## config.mk

```make
export PLATFORM = sky130hd
export DESIGN_NAME = flash_loader_top
export DESIGN_NICKNAME = d
export VERILOG_FILES = /design/src/design/flash_loader_pkg.sv /design/src/design/loader_regs.sv /design/src/design/segment_buffer.sv /design/src/design/flash_write_path.sv /design/src/design/loader_ctrl.sv /design/src/design/flash_loader_top.sv
export SDC_FILE = /design/constraint.sdc
export NUM_CORES = 1
export LEC_CHECK = 0
export ABC_AREA = 1
export BUFFER_PORTS_ARGS = -buffer_cell sky130_fd_sc_hd__buf_2
export CAP_MARGIN = 25
export CORE_MARGIN = 2
export CORE_UTILIZATION = 50
export DETAILED_ROUTE_END_ITERATION = 7
export PLACE_DENSITY = 0.62
export SYNTH_ARGS = -nofsm -noshare
export SYNTH_HDL_FRONTEND = slang
export SYNTH_HIERARCHICAL = 1
export SYNTH_SLANG_ARGS = --single-unit
```

## constraint.sdc

```tcl
create_clock -name clk -period 2.6 [get_ports clk]
set_clock_uncertainty 0.15 [all_clocks]
set_input_delay 0.39 -clock clk [delete_from_list [all_inputs] [get_ports clk]]
set_output_delay 0.39 -clock clk [all_outputs]
set_load 0.02 [all_outputs]
```

## src/design/flash_loader_pkg.sv

```systemverilog
package flash_loader_pkg;

    localparam int BUS_WIDTH  = 8;
    localparam int WORD_WIDTH = 32;

    // ========================================
    // register map
    // ========================================
    typedef enum logic [BUS_WIDTH-1:0] {
        REG_DATA0 = 8'h00,
        REG_DATA1 = 8'h01,
        REG_DATA2 = 8'h02,
        REG_DATA3 = 8'h03,
        REG_CTRL  = 8'h04
    } reg_addr_e;

    // control byte written to REG_CTRL
    localparam int CTL_FILL_BIT       = 0;
    localparam int CTL_SAVE_BEGIN_BIT = 1;
    localparam int CTL_SAVE_END_BIT   = 2;

    // status byte read from REG_CTRL
    localparam int STAT_DONE_BIT      = 0;
    localparam int STAT_PING_BUSY_BIT = 1;
    localparam int STAT_PONG_BUSY_BIT = 2;

    // ========================================
    // state encodings
    // ========================================
    typedef enum logic [1:0] {
        BUF_IDLE,
        BUF_BUSY,
        BUF_DONE
    } buf_state_e;

    typedef enum logic [2:0] {
        S_IDLE,
        S_WAIT_SEGMENT,
        S_READ_WORD,
        S_WAIT_DATA,
        S_WRITE_WORD,
        S_NEXT,
        S_DONE
    } loader_state_e;

endpackage

```

## src/design/loader_regs.sv

```systemverilog
`timescale 1ns/1ps

module loader_regs #(
    parameter int FLASH_ADDR_BITS = 12
) (
    input  logic                                   clk,
    input  logic                                   reset_n,
    input  logic                                   stb_i,
    input  logic                                   we_i,
    input  logic [flash_loader_pkg::BUS_WIDTH-1:0] adr_wr_i,
    input  logic [flash_loader_pkg::BUS_WIDTH-1:0] adr_rd_i,
    input  logic [flash_loader_pkg::BUS_WIDTH-1:0] dat_i,
    input  logic                                   done_i,
    input  logic                                   ping_busy_i,
    input  logic                                   pong_busy_i,
    output logic [flash_loader_pkg::BUS_WIDTH-1:0] dat_o,
    output logic                                   ack_o,
    output logic                                   fill_start_o,
    output logic [FLASH_ADDR_BITS-1:0]             begin_addr_o,
    output logic [FLASH_ADDR_BITS-1:0]             end_addr_o,
    output logic                                   done_o
);

    import flash_loader_pkg::*;

    logic                       wr_q;
    logic [BUS_WIDTH-1:0]       wr_addr_q;
    logic [BUS_WIDTH-1:0]       wr_data_q;
    logic [BUS_WIDTH-1:0]       data_q [4];
    logic [BUS_WIDTH-1:0]       ctrl_q;
    logic [WORD_WIDTH-1:0]      staged;
    logic [BUS_WIDTH-1:0]       status;

    // ========================================
    // bus write capture
    // ========================================
    always_ff @(posedge clk or negedge reset_n) begin
        if (!reset_n) begin
            wr_q <= 1'b0;
        end else begin
            wr_q <= stb_i & we_i;
        end
    end

    always_ff @(posedge clk) begin
        wr_addr_q <= adr_wr_i;
        wr_data_q <= dat_i;
    end

    assign ack_o = stb_i;

    // staged data bytes at REG_DATA0..3
    always_ff @(posedge clk or negedge reset_n) begin
        if (!reset_n) begin
            for (int i = 0; i < 4; i++) begin
                data_q[i] <= '0;
            end
        end else if (wr_q && (wr_addr_q <= BUS_WIDTH'(REG_DATA3))) begin
            data_q[wr_addr_q[1:0]] <= wr_data_q;
        end
    end

    assign staged = {data_q[3], data_q[2], data_q[1], data_q[0]};

    // control byte lives for one cycle only
    always_ff @(posedge clk or negedge reset_n) begin
        if (!reset_n) begin
            ctrl_q <= '0;
        end else if (wr_q && (wr_addr_q == BUS_WIDTH'(REG_CTRL))) begin
            ctrl_q <= wr_data_q;
        end else begin
            ctrl_q <= '0;
        end
    end

    assign fill_start_o = ctrl_q[CTL_FILL_BIT];

    // address latches and sticky done
    always_ff @(posedge clk or negedge reset_n) begin
        if (!reset_n) begin
            begin_addr_o <= '0;
            end_addr_o   <= '0;
            done_o       <= 1'b0;
        end else begin
            if (ctrl_q[CTL_SAVE_BEGIN_BIT]) begin
                begin_addr_o <= staged[FLASH_ADDR_BITS-1:0];
            end
            if (ctrl_q[CTL_SAVE_END_BIT]) begin
                end_addr_o <= staged[FLASH_ADDR_BITS-1:0];
            end
            // a new fill wins over a late done
            if (ctrl_q[CTL_FILL_BIT]) begin
                done_o <= 1'b0;
            end else if (done_i) begin
                done_o <= 1'b1;
            end
        end
    end

    // ========================================
    // read mux
    // ========================================
    always_comb begin
        status                     = '0;
        status[STAT_DONE_BIT]      = done_o;
        status[STAT_PING_BUSY_BIT] = ping_busy_i;
        status[STAT_PONG_BUSY_BIT] = pong_busy_i;
        case (adr_rd_i)
            REG_DATA0: dat_o = data_q[0];
            REG_DATA1: dat_o = data_q[1];
            REG_DATA2: dat_o = data_q[2];
            REG_DATA3: dat_o = data_q[3];
            REG_CTRL:  dat_o = status;
            default:   dat_o = '0;
        endcase
    end

endmodule

```

## src/design/segment_buffer.sv

```systemverilog
`timescale 1ns/1ps

module segment_buffer #(
    parameter int SEGMENT_WORDS = 16
) (
    input  logic                                    clk,
    input  logic                                    reset_n,
    input  logic                                    fill_we_i,
    input  logic [$clog2(SEGMENT_WORDS):0]          fill_addr_i,
    input  logic [flash_loader_pkg::WORD_WIDTH-1:0] fill_data_i,
    input  logic                                    rd_en_i,
    input  logic [$clog2(SEGMENT_WORDS):0]          rd_addr_i,
    input  logic                                    clear_ping_i,
    input  logic                                    clear_pong_i,
    input  logic                                    ping_busy_i,
    input  logic                                    pong_busy_i,
    output logic                                    rd_valid_o,
    output logic [flash_loader_pkg::WORD_WIDTH-1:0] rd_data_o,
    output logic                                    ping_full_o,
    output logic                                    pong_full_o
);

    import flash_loader_pkg::*;

    localparam int IDX_BITS = $clog2(SEGMENT_WORDS);

    logic [WORD_WIDTH-1:0] mem [2*SEGMENT_WORDS];
    buf_state_e            half_state [2];
    logic [1:0]            clear;
    logic [1:0]            busy;
    logic                  fill_half;
    logic [IDX_BITS-1:0]   fill_idx;

    assign clear     = {clear_pong_i, clear_ping_i};
    assign busy      = {pong_busy_i, ping_busy_i};
    // top address bit picks pong
    assign fill_half = fill_addr_i[IDX_BITS];
    assign fill_idx  = fill_addr_i[IDX_BITS-1:0];

    always_ff @(posedge clk) begin
        if (fill_we_i) begin
            mem[fill_addr_i] <= fill_data_i;
        end
        if (rd_en_i) begin
            rd_data_o <= mem[rd_addr_i];
        end
    end

    always_ff @(posedge clk or negedge reset_n) begin
        if (!reset_n) begin
            rd_valid_o <= 1'b0;
        end else begin
            rd_valid_o <= rd_en_i;
        end
    end

    // ========================================
    // fill tracking per half
    // ========================================
    for (genvar h = 0; h < 2; h++) begin : g_half
        always_ff @(posedge clk or negedge reset_n) begin
            if (!reset_n) begin
                half_state[h] <= BUF_IDLE;
            end else if (clear[h]) begin
                half_state[h] <= BUF_IDLE;
            end else if (fill_we_i && (fill_half == 1'(h))) begin
                if (fill_idx == '0) begin
                    half_state[h] <= BUF_BUSY;
                end else if (fill_idx == IDX_BITS'(SEGMENT_WORDS - 1)) begin
                    half_state[h] <= BUF_DONE;
                end
            end
        end
    end

    assign ping_full_o = (half_state[0] == BUF_DONE);
    assign pong_full_o = (half_state[1] == BUF_DONE);

    // filler must keep out of a half while the loader drains it
    assert property (@(posedge clk) disable iff (!reset_n)
        fill_we_i |-> !busy[fill_half])
        else $error("fill write into busy half %0d", fill_half);

endmodule

```

## src/design/flash_write_path.sv

```systemverilog
`timescale 1ns/1ps

module flash_write_path #(
    parameter int SEGMENT_WORDS   = 16,
    parameter int FLASH_ADDR_BITS = 12
) (
    input  logic                                    clk,
    input  logic                                    reset_n,
    input  logic [FLASH_ADDR_BITS-1:0]              begin_addr_i,
    input  logic [FLASH_ADDR_BITS-1:0]              end_addr_i,
    input  logic                                    load_addr_i,
    input  logic                                    inc_addr_i,
    input  logic                                    flip_half_i,
    input  logic                                    clear_count_i,
    input  logic                                    issue_write_i,
    input  logic                                    rd_valid_i,
    input  logic [flash_loader_pkg::WORD_WIDTH-1:0] rd_data_i,
    input  logic                                    flash_ready_i,
    output logic                                    active_half_o,
    output logic [$clog2(SEGMENT_WORDS):0]          rd_addr_o,
    output logic                                    segment_last_o,
    output logic                                    at_end_addr_o,
    output logic                                    write_done_o,
    output logic                                    flash_valid_o,
    output logic [FLASH_ADDR_BITS-1:0]              flash_addr_o,
    output logic [flash_loader_pkg::WORD_WIDTH-1:0] flash_data_o
);

    import flash_loader_pkg::*;

    localparam int IDX_BITS = $clog2(SEGMENT_WORDS);

    logic [IDX_BITS-1:0] seg_cnt_q;

    assign write_done_o = flash_valid_o & flash_ready_i;
    assign rd_addr_o    = {active_half_o, seg_cnt_q};
    // counter has already stepped past the word just written,
    // so a wrap to zero means the half is drained
    assign segment_last_o = (seg_cnt_q == '0);
    assign at_end_addr_o  = (flash_addr_o == end_addr_i);

    // ========================================
    // pointers
    // ========================================
    always_ff @(posedge clk or negedge reset_n) begin
        if (!reset_n) begin
            active_half_o <= 1'b0;
            seg_cnt_q     <= '0;
            flash_addr_o  <= '0;
        end else begin
            // address load also restarts on ping
            if (load_addr_i) begin
                active_half_o <= 1'b0;
            end else if (flip_half_i) begin
                active_half_o <= ~active_half_o;
            end
            if (clear_count_i) begin
                seg_cnt_q <= '0;
            end else if (write_done_o) begin
                seg_cnt_q <= seg_cnt_q + 1'b1;
            end
            if (load_addr_i) begin
                flash_addr_o <= begin_addr_i;
            end else if (inc_addr_i) begin
                flash_addr_o <= flash_addr_o + 1'b1;
            end
        end
    end

    // ========================================
    // write register
    // ========================================
    always_ff @(posedge clk or negedge reset_n) begin
        if (!reset_n) begin
            flash_valid_o <= 1'b0;
        end else if (issue_write_i) begin
            flash_valid_o <= 1'b1;
        end else if (write_done_o) begin
            flash_valid_o <= 1'b0;
        end
    end

    always_ff @(posedge clk) begin
        if (rd_valid_i) begin
            flash_data_o <= rd_data_i;
        end
    end

    // word stays frozen until the port accepts it
    assert property (@(posedge clk) disable iff (!reset_n)
        flash_valid_o && !flash_ready_i |=>
            flash_valid_o && $stable(flash_addr_o) && $stable(flash_data_o))
        else $error("flash word changed while stalled");

endmodule

```

## src/design/loader_ctrl.sv

```systemverilog
`timescale 1ns/1ps

module loader_ctrl (
    input  logic clk,
    input  logic reset_n,
    input  logic fill_start_i,
    input  logic ping_full_i,
    input  logic pong_full_i,
    input  logic active_half_i,
    input  logic write_done_i,
    input  logic segment_last_i,
    input  logic at_end_addr_i,
    output logic rd_en_o,
    output logic load_addr_o,
    output logic inc_addr_o,
    output logic flip_half_o,
    output logic clear_count_o,
    output logic issue_write_o,
    output logic clear_ping_o,
    output logic clear_pong_o,
    output logic ping_busy_o,
    output logic pong_busy_o,
    output logic done_o
);

    import flash_loader_pkg::*;

    loader_state_e state_q;
    loader_state_e state_d;
    logic [1:0]    busy_q;
    logic          release_half;

    always_ff @(posedge clk or negedge reset_n) begin
        if (!reset_n) begin
            state_q <= S_IDLE;
        end else begin
            state_q <= state_d;
        end
    end

    // ========================================
    // FSM
    // ========================================
    always_comb begin
        state_d       = state_q;
        rd_en_o       = 1'b0;
        load_addr_o   = 1'b0;
        inc_addr_o    = 1'b0;
        flip_half_o   = 1'b0;
        clear_count_o = 1'b0;
        issue_write_o = 1'b0;
        release_half  = 1'b0;
        done_o        = 1'b0;
        case (state_q)
            S_IDLE: begin
                load_addr_o   = 1'b1;
                clear_count_o = 1'b1;
                if (fill_start_i) begin
                    state_d = S_WAIT_SEGMENT;
                end
            end
            S_WAIT_SEGMENT: begin
                if (active_half_i ? pong_full_i : ping_full_i) begin
                    state_d = S_READ_WORD;
                end
            end
            S_READ_WORD: begin
                rd_en_o = 1'b1;
                state_d = S_WAIT_DATA;
            end
            // read data lands this cycle and the write register takes it
            S_WAIT_DATA: begin
                issue_write_o = 1'b1;
                state_d       = S_WRITE_WORD;
            end
            S_WRITE_WORD: begin
                if (write_done_i) begin
                    state_d = S_NEXT;
                end
            end
            S_NEXT: begin
                if (at_end_addr_i) begin
                    state_d = S_DONE;
                end else begin
                    inc_addr_o = 1'b1;
                    if (segment_last_i) begin
                        release_half  = 1'b1;
                        flip_half_o   = 1'b1;
                        clear_count_o = 1'b1;
                        state_d       = S_WAIT_SEGMENT;
                    end else begin
                        state_d = S_READ_WORD;
                    end
                end
            end
            // drop whatever is left of the half
            S_DONE: begin
                done_o       = 1'b1;
                release_half = 1'b1;
                state_d      = S_IDLE;
            end
            default: state_d = S_IDLE;
        endcase
    end

    assign clear_ping_o = release_half & ~active_half_i;
    assign clear_pong_o = release_half & active_half_i;

    // busy from first read of a half until it is released
    always_ff @(posedge clk or negedge reset_n) begin
        if (!reset_n) begin
            busy_q <= '0;
        end else if (release_half) begin
            busy_q[active_half_i] <= 1'b0;
        end else if (rd_en_o) begin
            busy_q[active_half_i] <= 1'b1;
        end
    end

    assign ping_busy_o = busy_q[0];
    assign pong_busy_o = busy_q[1];

    assert property (@(posedge clk) disable iff (!reset_n)
        !(ping_busy_o && pong_busy_o))
        else $error("ping and pong busy together");

endmodule

```

## src/design/flash_loader_top.sv

```systemverilog
`timescale 1ns/1ps

module flash_loader_top #(
    parameter int SEGMENT_WORDS   = 16,
    parameter int FLASH_ADDR_BITS = 12
) (
    input  logic                                    clk,
    input  logic                                    reset_n,
    // register bus
    input  logic                                    stb_i,
    input  logic                                    we_i,
    input  logic [flash_loader_pkg::BUS_WIDTH-1:0]  adr_wr_i,
    input  logic [flash_loader_pkg::BUS_WIDTH-1:0]  adr_rd_i,
    input  logic [flash_loader_pkg::BUS_WIDTH-1:0]  dat_i,
    output logic [flash_loader_pkg::BUS_WIDTH-1:0]  dat_o,
    output logic                                    ack_o,
    // filler
    input  logic                                    fill_we_i,
    input  logic [$clog2(SEGMENT_WORDS):0]          fill_addr_i,
    input  logic [flash_loader_pkg::WORD_WIDTH-1:0] fill_data_i,
    output logic                                    ping_busy_o,
    output logic                                    pong_busy_o,
    output logic                                    done_o,
    // flash write port
    output logic                                    flash_valid_o,
    output logic [FLASH_ADDR_BITS-1:0]              flash_addr_o,
    output logic [flash_loader_pkg::WORD_WIDTH-1:0] flash_data_o,
    input  logic                                    flash_ready_i
);

    import flash_loader_pkg::*;

    logic                         fill_start;
    logic                         done_pulse;
    logic [FLASH_ADDR_BITS-1:0]   begin_addr;
    logic [FLASH_ADDR_BITS-1:0]   end_addr;
    logic                         ping_full;
    logic                         pong_full;
    logic                         rd_en;
    logic                         rd_valid;
    logic [$clog2(SEGMENT_WORDS):0] rd_addr;
    logic [WORD_WIDTH-1:0]        rd_data;
    logic                         clear_ping;
    logic                         clear_pong;
    logic                         load_addr;
    logic                         inc_addr;
    logic                         flip_half;
    logic                         issue_write;
    logic                         clear_count;
    logic                         active_half;
    logic                         write_done;
    logic                         at_end_addr;
    logic                         segment_last;

    loader_regs #(
        .FLASH_ADDR_BITS (FLASH_ADDR_BITS)
    ) loader_regs_inst (
        .clk, .reset_n, .stb_i, .we_i, .adr_wr_i, .adr_rd_i, .dat_i, .dat_o, .ack_o,
        .done_i       (done_pulse),
        .ping_busy_i  (ping_busy_o),
        .pong_busy_i  (pong_busy_o),
        .fill_start_o (fill_start),
        .begin_addr_o (begin_addr),
        .end_addr_o   (end_addr),
        .done_o       (done_o)
    );

    segment_buffer #(
        .SEGMENT_WORDS (SEGMENT_WORDS)
    ) segment_buffer_inst (
        .clk, .reset_n, .fill_we_i, .fill_addr_i, .fill_data_i,
        .rd_en_i      (rd_en),
        .rd_addr_i    (rd_addr),
        .clear_ping_i (clear_ping),
        .clear_pong_i (clear_pong),
        .ping_busy_i  (ping_busy_o),
        .pong_busy_i  (pong_busy_o),
        .rd_valid_o   (rd_valid),
        .rd_data_o    (rd_data),
        .ping_full_o  (ping_full),
        .pong_full_o  (pong_full)
    );

    flash_write_path #(
        .SEGMENT_WORDS   (SEGMENT_WORDS),
        .FLASH_ADDR_BITS (FLASH_ADDR_BITS)
    ) flash_write_path_inst (
        .clk, .reset_n, .flash_ready_i, .flash_valid_o, .flash_addr_o, .flash_data_o,
        .begin_addr_i   (begin_addr),
        .end_addr_i     (end_addr),
        .load_addr_i    (load_addr),
        .inc_addr_i     (inc_addr),
        .flip_half_i    (flip_half),
        .clear_count_i  (clear_count),
        .issue_write_i  (issue_write),
        .rd_valid_i     (rd_valid),
        .rd_data_i      (rd_data),
        .active_half_o  (active_half),
        .rd_addr_o      (rd_addr),
        .segment_last_o (segment_last),
        .at_end_addr_o  (at_end_addr),
        .write_done_o   (write_done)
    );

    loader_ctrl loader_ctrl_inst (
        .clk, .reset_n, .ping_busy_o, .pong_busy_o,
        .fill_start_i   (fill_start),
        .ping_full_i    (ping_full),
        .pong_full_i    (pong_full),
        .active_half_i  (active_half),
        .write_done_i   (write_done),
        .segment_last_i (segment_last),
        .at_end_addr_i  (at_end_addr),
        .rd_en_o        (rd_en),
        .load_addr_o    (load_addr),
        .inc_addr_o     (inc_addr),
        .flip_half_o    (flip_half),
        .clear_count_o  (clear_count),
        .issue_write_o  (issue_write),
        .clear_ping_o   (clear_ping),
        .clear_pong_o   (clear_pong),
        .done_o         (done_pulse)
    );

endmodule

```

== Word-level counts from Yosys, hierarchy flattened ==
Memory sizes are Yosys's and may differ from the RTL's. A register that Yosys moved wholly into a read port is not among the register bits.
Cells that the tools add are included.

* Memories: 1
* Register bits: 137
* Output and inout port bits: 57
* Logic and storage cells: 125
* Memory bits (writable): 1,024
* Input bits: 67

* Muxes and demuxes: 45
* Reductions and logical operators: 23
* $lt $le $gt $ge: 5
* Add/subtract/negate cells: 2
* Equality and inequality tests: 18
* Bitwise gates (word level): 10

{| class="wikitable"
|+ Memory list
! memory !! words !! width !! rd ports !! clocked after Yosys merged registers in !! wr ports !! line !! text
|-
| segment_buffer_inst.mem || 32 || 32 || 1 || 1 || 1 || segment_buffer.sv:27 || <nowiki>logic [WORD_WIDTH-1:0] mem [2*SEGMENT_WORDS];</nowiki>
|}

{| class="wikitable"
|+ Operator list
! cell !! number
|-
| case mux 8 bit (5 select lines) || 1
|-
| bitwise mux 32 bit || 1
|-
| 2-to-1 mux 12 bit || 2
|-
| 2-to-1 mux 1 bit || 19
|-
| 2-to-1 mux 2 bit || 9
|-
| case mux 3 bit (6 select lines) || 1
|-
| demux 8 bit (select 2 bit) || 1
|-
| == test 8 x 2 -> 1 bit, second input constant || 2
|-
| == test 8 x 3 -> 1 bit, second input constant || 2
|-
| nonzero test 2 bit || 8
|-
| 2-to-1 mux 3 bit || 5
|-
| adder 12 x 1 -> 12 bit, second input constant || 1
|-
| == test 12 bit || 1
|-
| == test 3 bit, second input constant || 3
|-
| == test 8 x 1 -> 1 bit, second input constant || 1
|-
| <= comparator 8 x 2 -> 1 bit, second input constant || 1
|-
| logical NOT 4 bit || 2
|-
| logical NOT 8 bit || 1
|-
| 2-to-1 mux 4 bit || 2
|-
| 2-to-1 mux 8 bit || 1
|-
| == test 3 x 2 -> 1 bit, second input constant || 2
|-
| logical AND 1 bit || 6
|-
| nonzero test 3 bit || 2
|-
| adder 4 x 1 -> 4 bit, second input constant || 1
|-
| other kinds (20) || 28
|}

== Depth between registers and ports, before layout ==
Gate-level depths: netlist (run 1).

* Depth in word-level cells: 7
* Mapped depth: 12

== Modules after synthesis ==
The synthesis (run 1) kept the hierarchy.

{| class="wikitable"
|+ By module, submodules not included
! module !! cells an instance !! instances !! seq. area each (um^2) !! area each (um^2)
|-
| segment_buffer || 3,567 || 1 || 31,835.5 || 42,913.7
|-
| loader_regs || 303 || 1 || 1,846.8 || 3,011.6
|-
| flash_write_path || 186 || 1 || 1,411.4 || 2,152.1
|-
| loader_ctrl || 64 || 1 || 125.1 || 409.1
|}

== Worst setup path after synthesis (run 1) ==
Ideal clock, no wire load.

* Path kind: input to register
* Start: in fill_addr_i[3]
* End: mem segment_buffer_inst.mem[0][0] (enable)
* Path slack: -0.104 ns
* Data required time: 2.026 ns
* Path buffers: 0
* Arrival: 2.130 ns
* Stages: 5
* Cell sequence: nor2_1 > inv_1 > nor2_1 > inv_1 > nor2_1

{| class="wikitable"
|+ RTL lines
! element !! line !! text
|-
| start, declared || flash_loader_top.sv:19 || <nowiki>input logic [$clog2(SEGMENT_WORDS):0] fill_addr_i,</nowiki>
|-
| end, declared || segment_buffer.sv:27 ||
|}

Straight into the memory's write port.

== Worst setup path in the final report (run 1) ==
* Start: reg flash_write_path_inst.flash_addr_o[6]
* End: reg flash_write_path_inst.flash_addr_o[4]

* Cells in the longest elaborated chain, start to end: 4

{| class="wikitable"
|+ Ends and longest elaborated chain
! element !! line !! text
|-
| start, declared || flash_write_path.sv:25 || <nowiki>output logic [FLASH_ADDR_BITS-1:0] flash_addr_o,</nowiki>
|-
| start signal, assigned || flash_write_path.sv:63 || <nowiki>flash_addr_o <= begin_addr_i;</nowiki>
|-
| start signal, assigned || flash_write_path.sv:65 || <nowiki>flash_addr_o <= flash_addr_o + 1'b1;</nowiki>
|-
| == test 12 bit || flash_write_path.sv:40 || <nowiki>assign at_end_addr_o = (flash_addr_o == end_addr_i);</nowiki>
|-
| net at_end_addr || flash_loader_top.sv:52 || <nowiki>logic at_end_addr;</nowiki>
|-
| 2-to-1 mux 1 bit || loader_ctrl.sv:82 || <nowiki>if (at_end_addr_i) begin</nowiki>
|-
| 2-to-1 mux 1 bit || loader_ctrl.sv:54 || <nowiki>case (state_q)</nowiki>
|-
| net inc_addr || flash_loader_top.sv:46 || <nowiki>logic inc_addr;</nowiki>
|-
| nonzero test 2 bit (no source line) || -- ||
|}

The timed path passes the listed nets, and every way through them passes these cells.
A chain may end at the register's enable or synchronous reset.

==> flow_summary.yaml, run 1 <==
floorplan:
  die_w_um: 315
  floorplan.rows: 114
  total_i_o_pin_count: 124
  die_area_um2: 99500
  core_area_um2: 96400
  die_y_extent_um: 315
  initial_utilization_pct: 50.3
drt:
  met2_wirelength_mm: 62.2
  route.antenna.remaining_nets: 0
  drt-initial-drc-count: 3469
  detail_route.wirelength_mm: 130
  drc: 0
  maxUsedRoutingLayer: "met5"
  vias: 31700
  vias_per_cell: 5.60
  routedLengthMet1_mm: 55.1
  routed-wl-met3_mm: 9.50
  number_of_detailed_route_iterations_in_the_first_pass: 5
  wl_per_cell_um: 23.0
global_route:
  grt_antenna_before_repair: 9
  globalRouteTotalUtil_pct: 26.2
  globalRoute.totalOverflow: 0
  grt_start_max_net_pins: 130
  grt_first_pass_wirelength_mm: 194
  grt_pass1_vias: 30100
synth:
  synthXorXnorAreaFrac_pct: 0.253
  share_of_the_synthesized_area_in_compound_gates_ao_oa_aoi_oai_pct: 0.575
  synth.area.mux_share_pct: 0.557
  synthesis.area_per_instance_um2: 11.8
  synth_warnings: 6
  mappedNetlistNets: 4190
  synthSimpleGateAreaFrac_pct: 22.1
  synthesis.instances: 4120
  synth-edff-count: 1088
  synth.ff_latch_count: 1193
  postSynth.asyncResetShare_pct: 7.46
  synth-adder-area-share_pct: 0.0774
  most_frequently_used_flop_master_after_synthesis: "sky130_fd_sc_hd__edfxtp_1"
  seq_area_frac_synth_pct: 72.6
  yosys.cell_types.count: 42
  post_syn_area_um2: 48500
  combinational_family_with_the_most_area_after_synthesis: "simple AND/OR/NAND/NOR gates"
cells_and_area:
  finalInstanceArea_um2: 55400
  layout.core_utilization_pct: 57.4
  ratio_of_cells_with_drive_above_1_in_the_final_layout_pct: 11.6
  area_delta_synth_final_pct: 14.2
  final_nets: 4351
worst_setup_path:
  worstPathArrival_ps: 2840
  critical_path.cell_chain: "xnor2_1 > nand2_1 > nor2_1 > nand2_1 > nor2_1 > nor2_1 > nor2_1 > a22oi_1 > o21ai_0"
  path_common_cell: "sky130_fd_sc_hd__nor2_1"
  critPathLaunchType: "register"
  worst-endpoint-required_ps: 3040
  slowest_stage: "sky130_fd_sc_hd__nor2_1"
  kind_of_critical_path: "register to register"
  cp-end-kind: "register"
  cpPeakStageDelay_ps: 630
  crit_path_max_fanout: 11
power:
  worst_ir_drop_on_vdd_mv: 0.659
  finalPower_uw: 47900
  power_per_cell_area_nw_per_um2: 866
  p_leak_uw: 0.0209
outcome:
  outcome: "complete, no violations"
cts:
  clock_tree_from_tritoncts: "done"
  postCtsResizedCells: 0
  cts-root-buf: "sky130_fd_sc_hd__clkbuf_16"
  tritoncts.num_buffers: 119
  clock_sink_count: 1193
  clkSlewWorstSetupHoldPaths_ps: 60
  cts_max_path_buffers: 3
  h_tree_levels: 3
  worstSkewPairLatency_ps: 700
place:
  globalplace.congestion: 0.814
  place_area_um2: 51200
  io_buffer_count: 123
  dpl.hpwl_mm: 70.2
worst_hold_path:
  min-delay-path-class: "input pin to register"
timing:
  max_slew.worst_pin.slew_ps: 811
  timing.final.hold_violations: 0
  worst_hold_slack_ps: 31.0
  slew_headroom_pct: 45.7
  rsz_0062_raised_after_global_routing: "false"
  finalMaxSlewViolations: 0
  fin_crit_ps: 2400
  maxClockFrequency_mhz: 417
  setup-violations-final: 0
  post-route-period-util_pct: 92.3
flow_run:
  cap_viol_max_count: 0
## repair_timing
action / CTS / global route
buffers inserted: 0 / 0
hold buffers: 20 / 0
hold endpoints to repair: 106 / 0
## per-stage QoR
stage	setup slack [ps]	cells	setup TNS [ps]
CTS	235	5657	0
detailed placement	269	5416	0
floorplan	-80.5	4120	-31430
global route	2.40	5658	0
global placement	293	5416	0
finish	201	5658	0
## state kept, by name, summed over array words and instances, names as in the netlist, 3 cells and up, named ones only
name and flops:
segment_buffer_inst/mem 1024, flash_write_path_inst/flash_data_o 32, loader_regs_inst/data_q 32, segment_buffer_inst/rd_data_o 32, flash_write_path_inst/flash_addr_o 12, loader_regs_inst/begin_addr_o 12, loader_regs_inst/end_addr_o 12, loader_regs_inst/wr_addr_q 8
loader_regs_inst/wr_data_q 8, flash_write_path_inst/seg_cnt_q 4, segment_buffer_inst/half_state 4, loader_ctrl_inst/state_q 3, loader_regs_inst/ctrl_q 3
## metal layers
metal  global-route usage [%]  vias up
met2                     42.5     1272
met3                     3.87      248
li1                         -    14600
met4                     8.36        6
met1                     36.8    15500
met5                        0        -
## Yosys cell counts, types with 2 or more instances
cell type | instances | area share (%)
sky130_fd_sc_hd__buf_2 | 98 | 1.0
sky130_fd_sc_hd__o21ai_0 | 7 | 0.072
sky130_fd_sc_hd__a21oi_1 | 10 | 0.10
sky130_fd_sc_hd__nand4_1 | 10 | 0.13
sky130_fd_sc_hd__nor3_1 | 2 | 0.021
sky130_fd_sc_hd__nand3_2 | 3 | 0.062
sky130_fd_sc_hd__clkbuf_1 | 26 | 0.20
sky130_fd_sc_hd__nand3b_1 | 2 | 0.031
sky130_fd_sc_hd__buf_8 | 2 | 0.062
sky130_fd_sc_hd__o211ai_1 | 2 | 0.031
sky130_fd_sc_hd__xor2_1 | 2 | 0.036
sky130_fd_sc_hd__ha_1 | 3 | 0.077
sky130_fd_sc_hd__xnor2_1 | 12 | 0.22
sky130_fd_sc_hd__mux2_2 | 24 | 0.56
sky130_fd_sc_hd__a22oi_1 | 8 | 0.12
sky130_fd_sc_hd__nor2_4 | 5 | 0.12
sky130_fd_sc_hd__inv_1 | 58 | 0.45
sky130_fd_sc_hd__nand3_1 | 840 | 8.7
sky130_fd_sc_hd__dfxtp_1 | 16 | 0.66
sky130_fd_sc_hd__edfxtp_1 | 1088 | 67
sky130_fd_sc_hd__buf_1 | 12 | 0.093
sky130_fd_sc_hd__buf_4 | 37 | 0.57
sky130_fd_sc_hd__inv_2 | 5 | 0.039
sky130_fd_sc_hd__dfrtp_1 | 89 | 4.6
sky130_fd_sc_hd__o21ai_2 | 2 | 0.036
sky130_fd_sc_hd__nor2_2 | 2 | 0.026
sky130_fd_sc_hd__o21ai_1 | 13 | 0.13
sky130_fd_sc_hd__buf_6 | 59 | 1.4
sky130_fd_sc_hd__nand2_1 | 1578 | 12
sky130_fd_sc_hd__nor2_1 | 93 | 0.72
## where the power goes
group	internal [uW]	switching [uW]	total (uW)
Sequential	21600	420	22100
Combinational	2640	5950	8590
Clock	10200	7090	17300
Total	34500	13500	47900
## cells by family after synthesis
family,after synthesis
DFF,1193
buffers and inverters,300
AOI/OAI and AO/OA,47
muxes,24
adders and majority gates,3
and+or+nand+nor,2539
xor gates and xnor gates,14
## critical path, delay by kind of cell (launching register included)
kind / cells / cell delay [ps]
flops: 1 / 450
simple gates: 6 / 1210
xor+xnor: 1 / 200
compound gates: 2 / 280
## worst paths after layout
check / slack, ps / depth (start not counted) / end / startpoint
max: 200 / 9 / flash_write_path_inst/flash_addr_o[4] / flash_write_path_inst/flash_addr_o[6]
min: 30 / 1 / segment_buffer_inst/mem[22][22] / fill_data_i[22]
max reg2reg: 200 / 9 / flash_write_path_inst/flash_addr_o[4] / flash_write_path_inst/flash_addr_o[6]
min reg2reg: 270 / 0 / flash_write_path_inst/flash_data_o[6] / segment_buffer_inst/rd_data_o[6]
max in group asynchronous: 1870 / 3 / flash_write_path_inst/seg_cnt_q[2] / reset_n
min in group asynchronous: 90 / 3 / flash_write_path_inst/flash_addr_o[11] / reset_n
## layout make-up
class	instances	area [um2]
inverter	66	279
timing repair buffer	274	2660
multi-input combinational	2627	11600
tap	1276	1600
fill	7910	41100
clock buffer	148	3170
clock inverter	73	759
sequential	1193	35200
antenna	1	2.50
## placed cells by master (no fill, tap or decap), types with 3 or more instances in the layout
master | Yosys | layout
sky130_fd_sc_hd__a21oi_1 | 10 | 10
sky130_fd_sc_hd__inv_2 | 5 | 5
sky130_fd_sc_hd__dlygate4sd3_1 | 0 | 19
sky130_fd_sc_hd__clkbuf_1 | 26 | 25
sky130_fd_sc_hd__nand2_1 | 1578 | 1578
sky130_fd_sc_hd__xnor2_1 | 12 | 12
sky130_fd_sc_hd__dfxtp_1 | 16 | 16
sky130_fd_sc_hd__edfxtp_1 | 1088 | 1088
sky130_fd_sc_hd__nor2_1 | 93 | 61
sky130_fd_sc_hd__clkinv_1 | 1 | 29
sky130_fd_sc_hd__nor2_4 | 5 | 37
sky130_fd_sc_hd__buf_2 | 98 | 122
sky130_fd_sc_hd__inv_6 | 0 | 4
sky130_fd_sc_hd__o21ai_0 | 7 | 7
sky130_fd_sc_hd__nand3_1 | 840 | 840
sky130_fd_sc_hd__ha_1 | 3 | 3
sky130_fd_sc_hd__mux2_2 | 24 | 24
sky130_fd_sc_hd__dfrtp_1 | 89 | 83
sky130_fd_sc_hd__clkinv_2 | 1 | 22
sky130_fd_sc_hd__dfrtp_4 | 0 | 4
sky130_fd_sc_hd__clkinvlp_4 | 0 | 4
sky130_fd_sc_hd__o21ai_1 | 13 | 13
sky130_fd_sc_hd__bufinv_16 | 0 | 16
sky130_fd_sc_hd__buf_4 | 37 | 64
sky130_fd_sc_hd__a22oi_1 | 8 | 8
sky130_fd_sc_hd__nand3_2 | 3 | 3
sky130_fd_sc_hd__inv_1 | 58 | 55
sky130_fd_sc_hd__clkbuf_16 | 0 | 123
sky130_fd_sc_hd__nand4_1 | 10 | 10
sky130_fd_sc_hd__buf_12 | 0 | 69
No activity file was read; power rests on OpenSTA's default activity.
==> run 2: changes to the inputs <==
--- a/config.mk
+++ b/config.mk
@@ -6,12 +6,14 @@
 export NUM_CORES = 1
 export LEC_CHECK = 0
 export ABC_AREA = 1
+export ABC_CLOCK_PERIOD_IN_PS = 2600
 export BUFFER_PORTS_ARGS = -buffer_cell sky130_fd_sc_hd__buf_2
 export CAP_MARGIN = 25
 export CORE_MARGIN = 2
 export CORE_UTILIZATION = 50
 export DETAILED_ROUTE_END_ITERATION = 7
 export PLACE_DENSITY = 0.62
+export RECOVER_POWER = 50
 export SYNTH_ARGS = -nofsm -noshare
 export SYNTH_HDL_FRONTEND = slang
 export SYNTH_HIERARCHICAL = 1
==> run 2 against run 1 <==
  * Worst setup slack got worse by 8.5 ps
  * Via count about the same
  * Largest power group unchanged
  * Total power about the same
  * Highest routed layer unchanged
  * Cell count unchanged
  * Final area decreased by 0.23%
  * Critical path type unchanged
  * Largest cell class unchanged
  * Sequential share of layout area increased by 0.14 points
  * Critical endpoint unchanged
  * Worst hold slack improved by 28 ps
==> flow_summary.yaml, run 2 (synthesis gave the netlist of run 1 again) <==
cells_and_area:
  layout.cells.most_common_list: "1,578 x sky130_fd_sc_hd__nand2_1, 1,088 x sky130_fd_sc_hd__edfxtp_1, 840 x sky130_fd_sc_hd__nand3_1, 123 x sky130_fd_sc_hd__clkbuf_16, 89 x sky130_fd_sc_hd__buf_2"
  fill_cells: 7926
  final_nets: 4351
  finish.cell_count_without_fillers: 5658
  largest_register_ff_count: 1024
  finalInstanceArea_um2: 55200
  regMostFlops: "segment_buffer_inst/mem"
  most_common_library_cell_in_the_layout_ignoring_fill_and_taps: "sky130_fd_sc_hd__nand2_1"
  ratio_of_cells_with_drive_above_1_in_the_final_layout_pct: 10.7
  area_delta_synth_final_pct: 13.9
drt:
  drc: 0
  vias_per_cell: 5.60
  number_of_detailed_route_iterations_in_the_first_pass: 6
  route.antenna.remaining_nets: 0
  wl_per_cell_um: 23.0
  vias: 31700
  detail_route.wirelength_mm: 130
  drt-initial-drc-count: 3590
timing:
  rsz_0062_raised_after_global_routing: "false"
  post-route-worst-setup-slack_ps: 193
  maxClockFrequency_mhz: 415
  fin_crit_ps: 2410
  slew_headroom_pct: 2.58
  max_slew.worst_pin.slew_ps: 1460
  post-route-period-util_pct: 92.6
  worst_hold_slack_ps: 59.0
  timing.final.hold_violations: 0
  finalMaxSlewViolations: 0
  setup-violations-final: 0
place:
  place_area_um2: 51200
  dp_cells: 5416
  globalplace.congestion: 0.814
  io_buffer_count: 123
  dpl.hpwl_mm: 70.2
  preCtsSetupSlack_ps: 269
floorplan:
  die_y_extent_um: 315
  die_area_um2: 99500
  die_w_um: 315
  total_i_o_pin_count: 124
  initial_utilization_pct: 50.3
  core_area_um2: 96400
  floorplan.rows: 114
power:
  power_per_cell_area_nw_per_um2: 867
  worst_ir_drop_on_vdd_mv: 0.660
  finalPower_uw: 47900
  p_leak_uw: 0.0207
worst_setup_path:
  cpLargestDelayFamily: "simple AND/OR/NAND/NOR gates"
  crit-reg2reg-launch: "flash_write_path_inst/flash_addr_o[6]"
  cpPeakStageDelay_ps: 640
  kind_of_critical_path: "register to register"
  worstPathArrival_ps: 2850
  critical_path.n_buffers_inverters: 0
  critPathLaunchType: "register"
  slowest_stage: "sky130_fd_sc_hd__nor2_1"
  worst-endpoint-required_ps: 3040
  path_common_cell: "sky130_fd_sc_hd__nor2_1"
  crit_path_max_fanout: 11
  critical_path.startpoint: "flash_write_path_inst/flash_addr_o[6]"
  critical_path.cell_chain: "xnor2_1 > nand2_1 > nor2_1 > nand2_1 > nor2_1 > nor2_1 > nor2_1 > a22oi_1 > o21ai_0"
  cp-end-kind: "register"
global_route:
  grt_first_pass_wirelength_mm: 194
  globalRoute.totalOverflow: 0
  grt_pass1_vias: 30100
  grt_start_max_net_pins: 130
  globalRouteTotalUtil_pct: 26.2
  grt_antenna_before_repair: 6
cts:
  postCtsResizedCells: 0
  clock_sink_count: 1193
  clkSlewWorstSetupHoldPaths_ps: 70
  tritoncts.num_buffers: 119
  cts_max_path_buffers: 3
  cts-root-buf: "sky130_fd_sc_hd__clkbuf_16"
  clock_tree_from_tritoncts: "done"
  h_tree_levels: 3
  worstSkewPairLatency_ps: 700
outcome:
  outcome: "complete, no violations"
worst_hold_path:
  min-delay-path-class: "input pin to register"
  worstHoldStart: "flash_ready_i"
flow_run:
  cap_viol_max_count: 0
run 2: changes by cell type in the layout (fill, tap and decap cells not counted):
cell	change
sky130_fd_sc_hd__nor2_4	-1
sky130_fd_sc_hd__buf_12	-4
sky130_fd_sc_hd__buf_2	-33
sky130_fd_sc_hd__dfrtp_2	-1
sky130_fd_sc_hd__clkbuf_1	+38
sky130_fd_sc_hd__clkbuf_2	+3
sky130_fd_sc_hd__dfrtp_1	+1
sky130_fd_sc_hd__nor2_1	+1
sky130_fd_sc_hd__buf_4	-4
run 2: path summary, 6_finish.rpt:
check                                                              to  slack [ps]  depth (start not counted)
worst min register to register  flash_write_path_inst/flash_data_o[6]         270                          0
worst min-delay path               flash_write_path_inst/seg_cnt_q[1]          60                          3
min in group asynchronous                  loader_regs_inst/data_q[1]         570                          3
max in group asynchronous            loader_regs_inst/begin_addr_o[9]         740                          3
worst max register to register  flash_write_path_inst/flash_addr_o[4]         190                          9
worst max-delay path            flash_write_path_inst/flash_addr_o[4]         190                          9
run 2: metal layers:
layer,vias up,routed length (um),track usage (%)
met2,1276,62100,42.5
met5,-,41,0
met3,237,9330,3.87
met4,6,3670,8.36
met1,15500,55200,36.8
li1,14600,-,-
run 2: per-stage QoR:
stage | utilization, % | TNS (ps)
after global placement | 53.1 | 0
after detailed placement | 53.1 | 0
after floorplan | - | -31430
after CTS | 57.4 | 0
final | 57.3 | 0
after global routing | 57.3 | 0
run 2: worst min-delay path: stages:
cell and delay, ps:
sky130_fd_sc_hd__buf_2 100, sky130_fd_sc_hd__nand2_1 250, sky130_fd_sc_hd__a211oi_1 130
run 2: where the power goes:
part | internal [uW] | switching, uW
Clock | 10200 | 7090
Sequential | 21600 | 420
Combinational | 2620 | 5950
Total | 34400 | 13500
run 2: area by class of cell:
cell class	count	area, um2	area share, %
flip-flops and latches	1193	35200	63.8
repair buffers	274	2540	4.61
clock buffers	148	3170	5.74
inverters	66	279	0.505
clock inverters	73	759	1.38
well taps	1276	1600	2.89
multi-input cells	2627	11600	21.1
diodes	1	2.50	0.00453
run 2: repair_timing:
item,4_1_cts,5_1_grt
buffers inserted,0,0
endpoints found under the hold margin,106,0
hold buffers,20,0
endpoints found under the setup margin,0,0
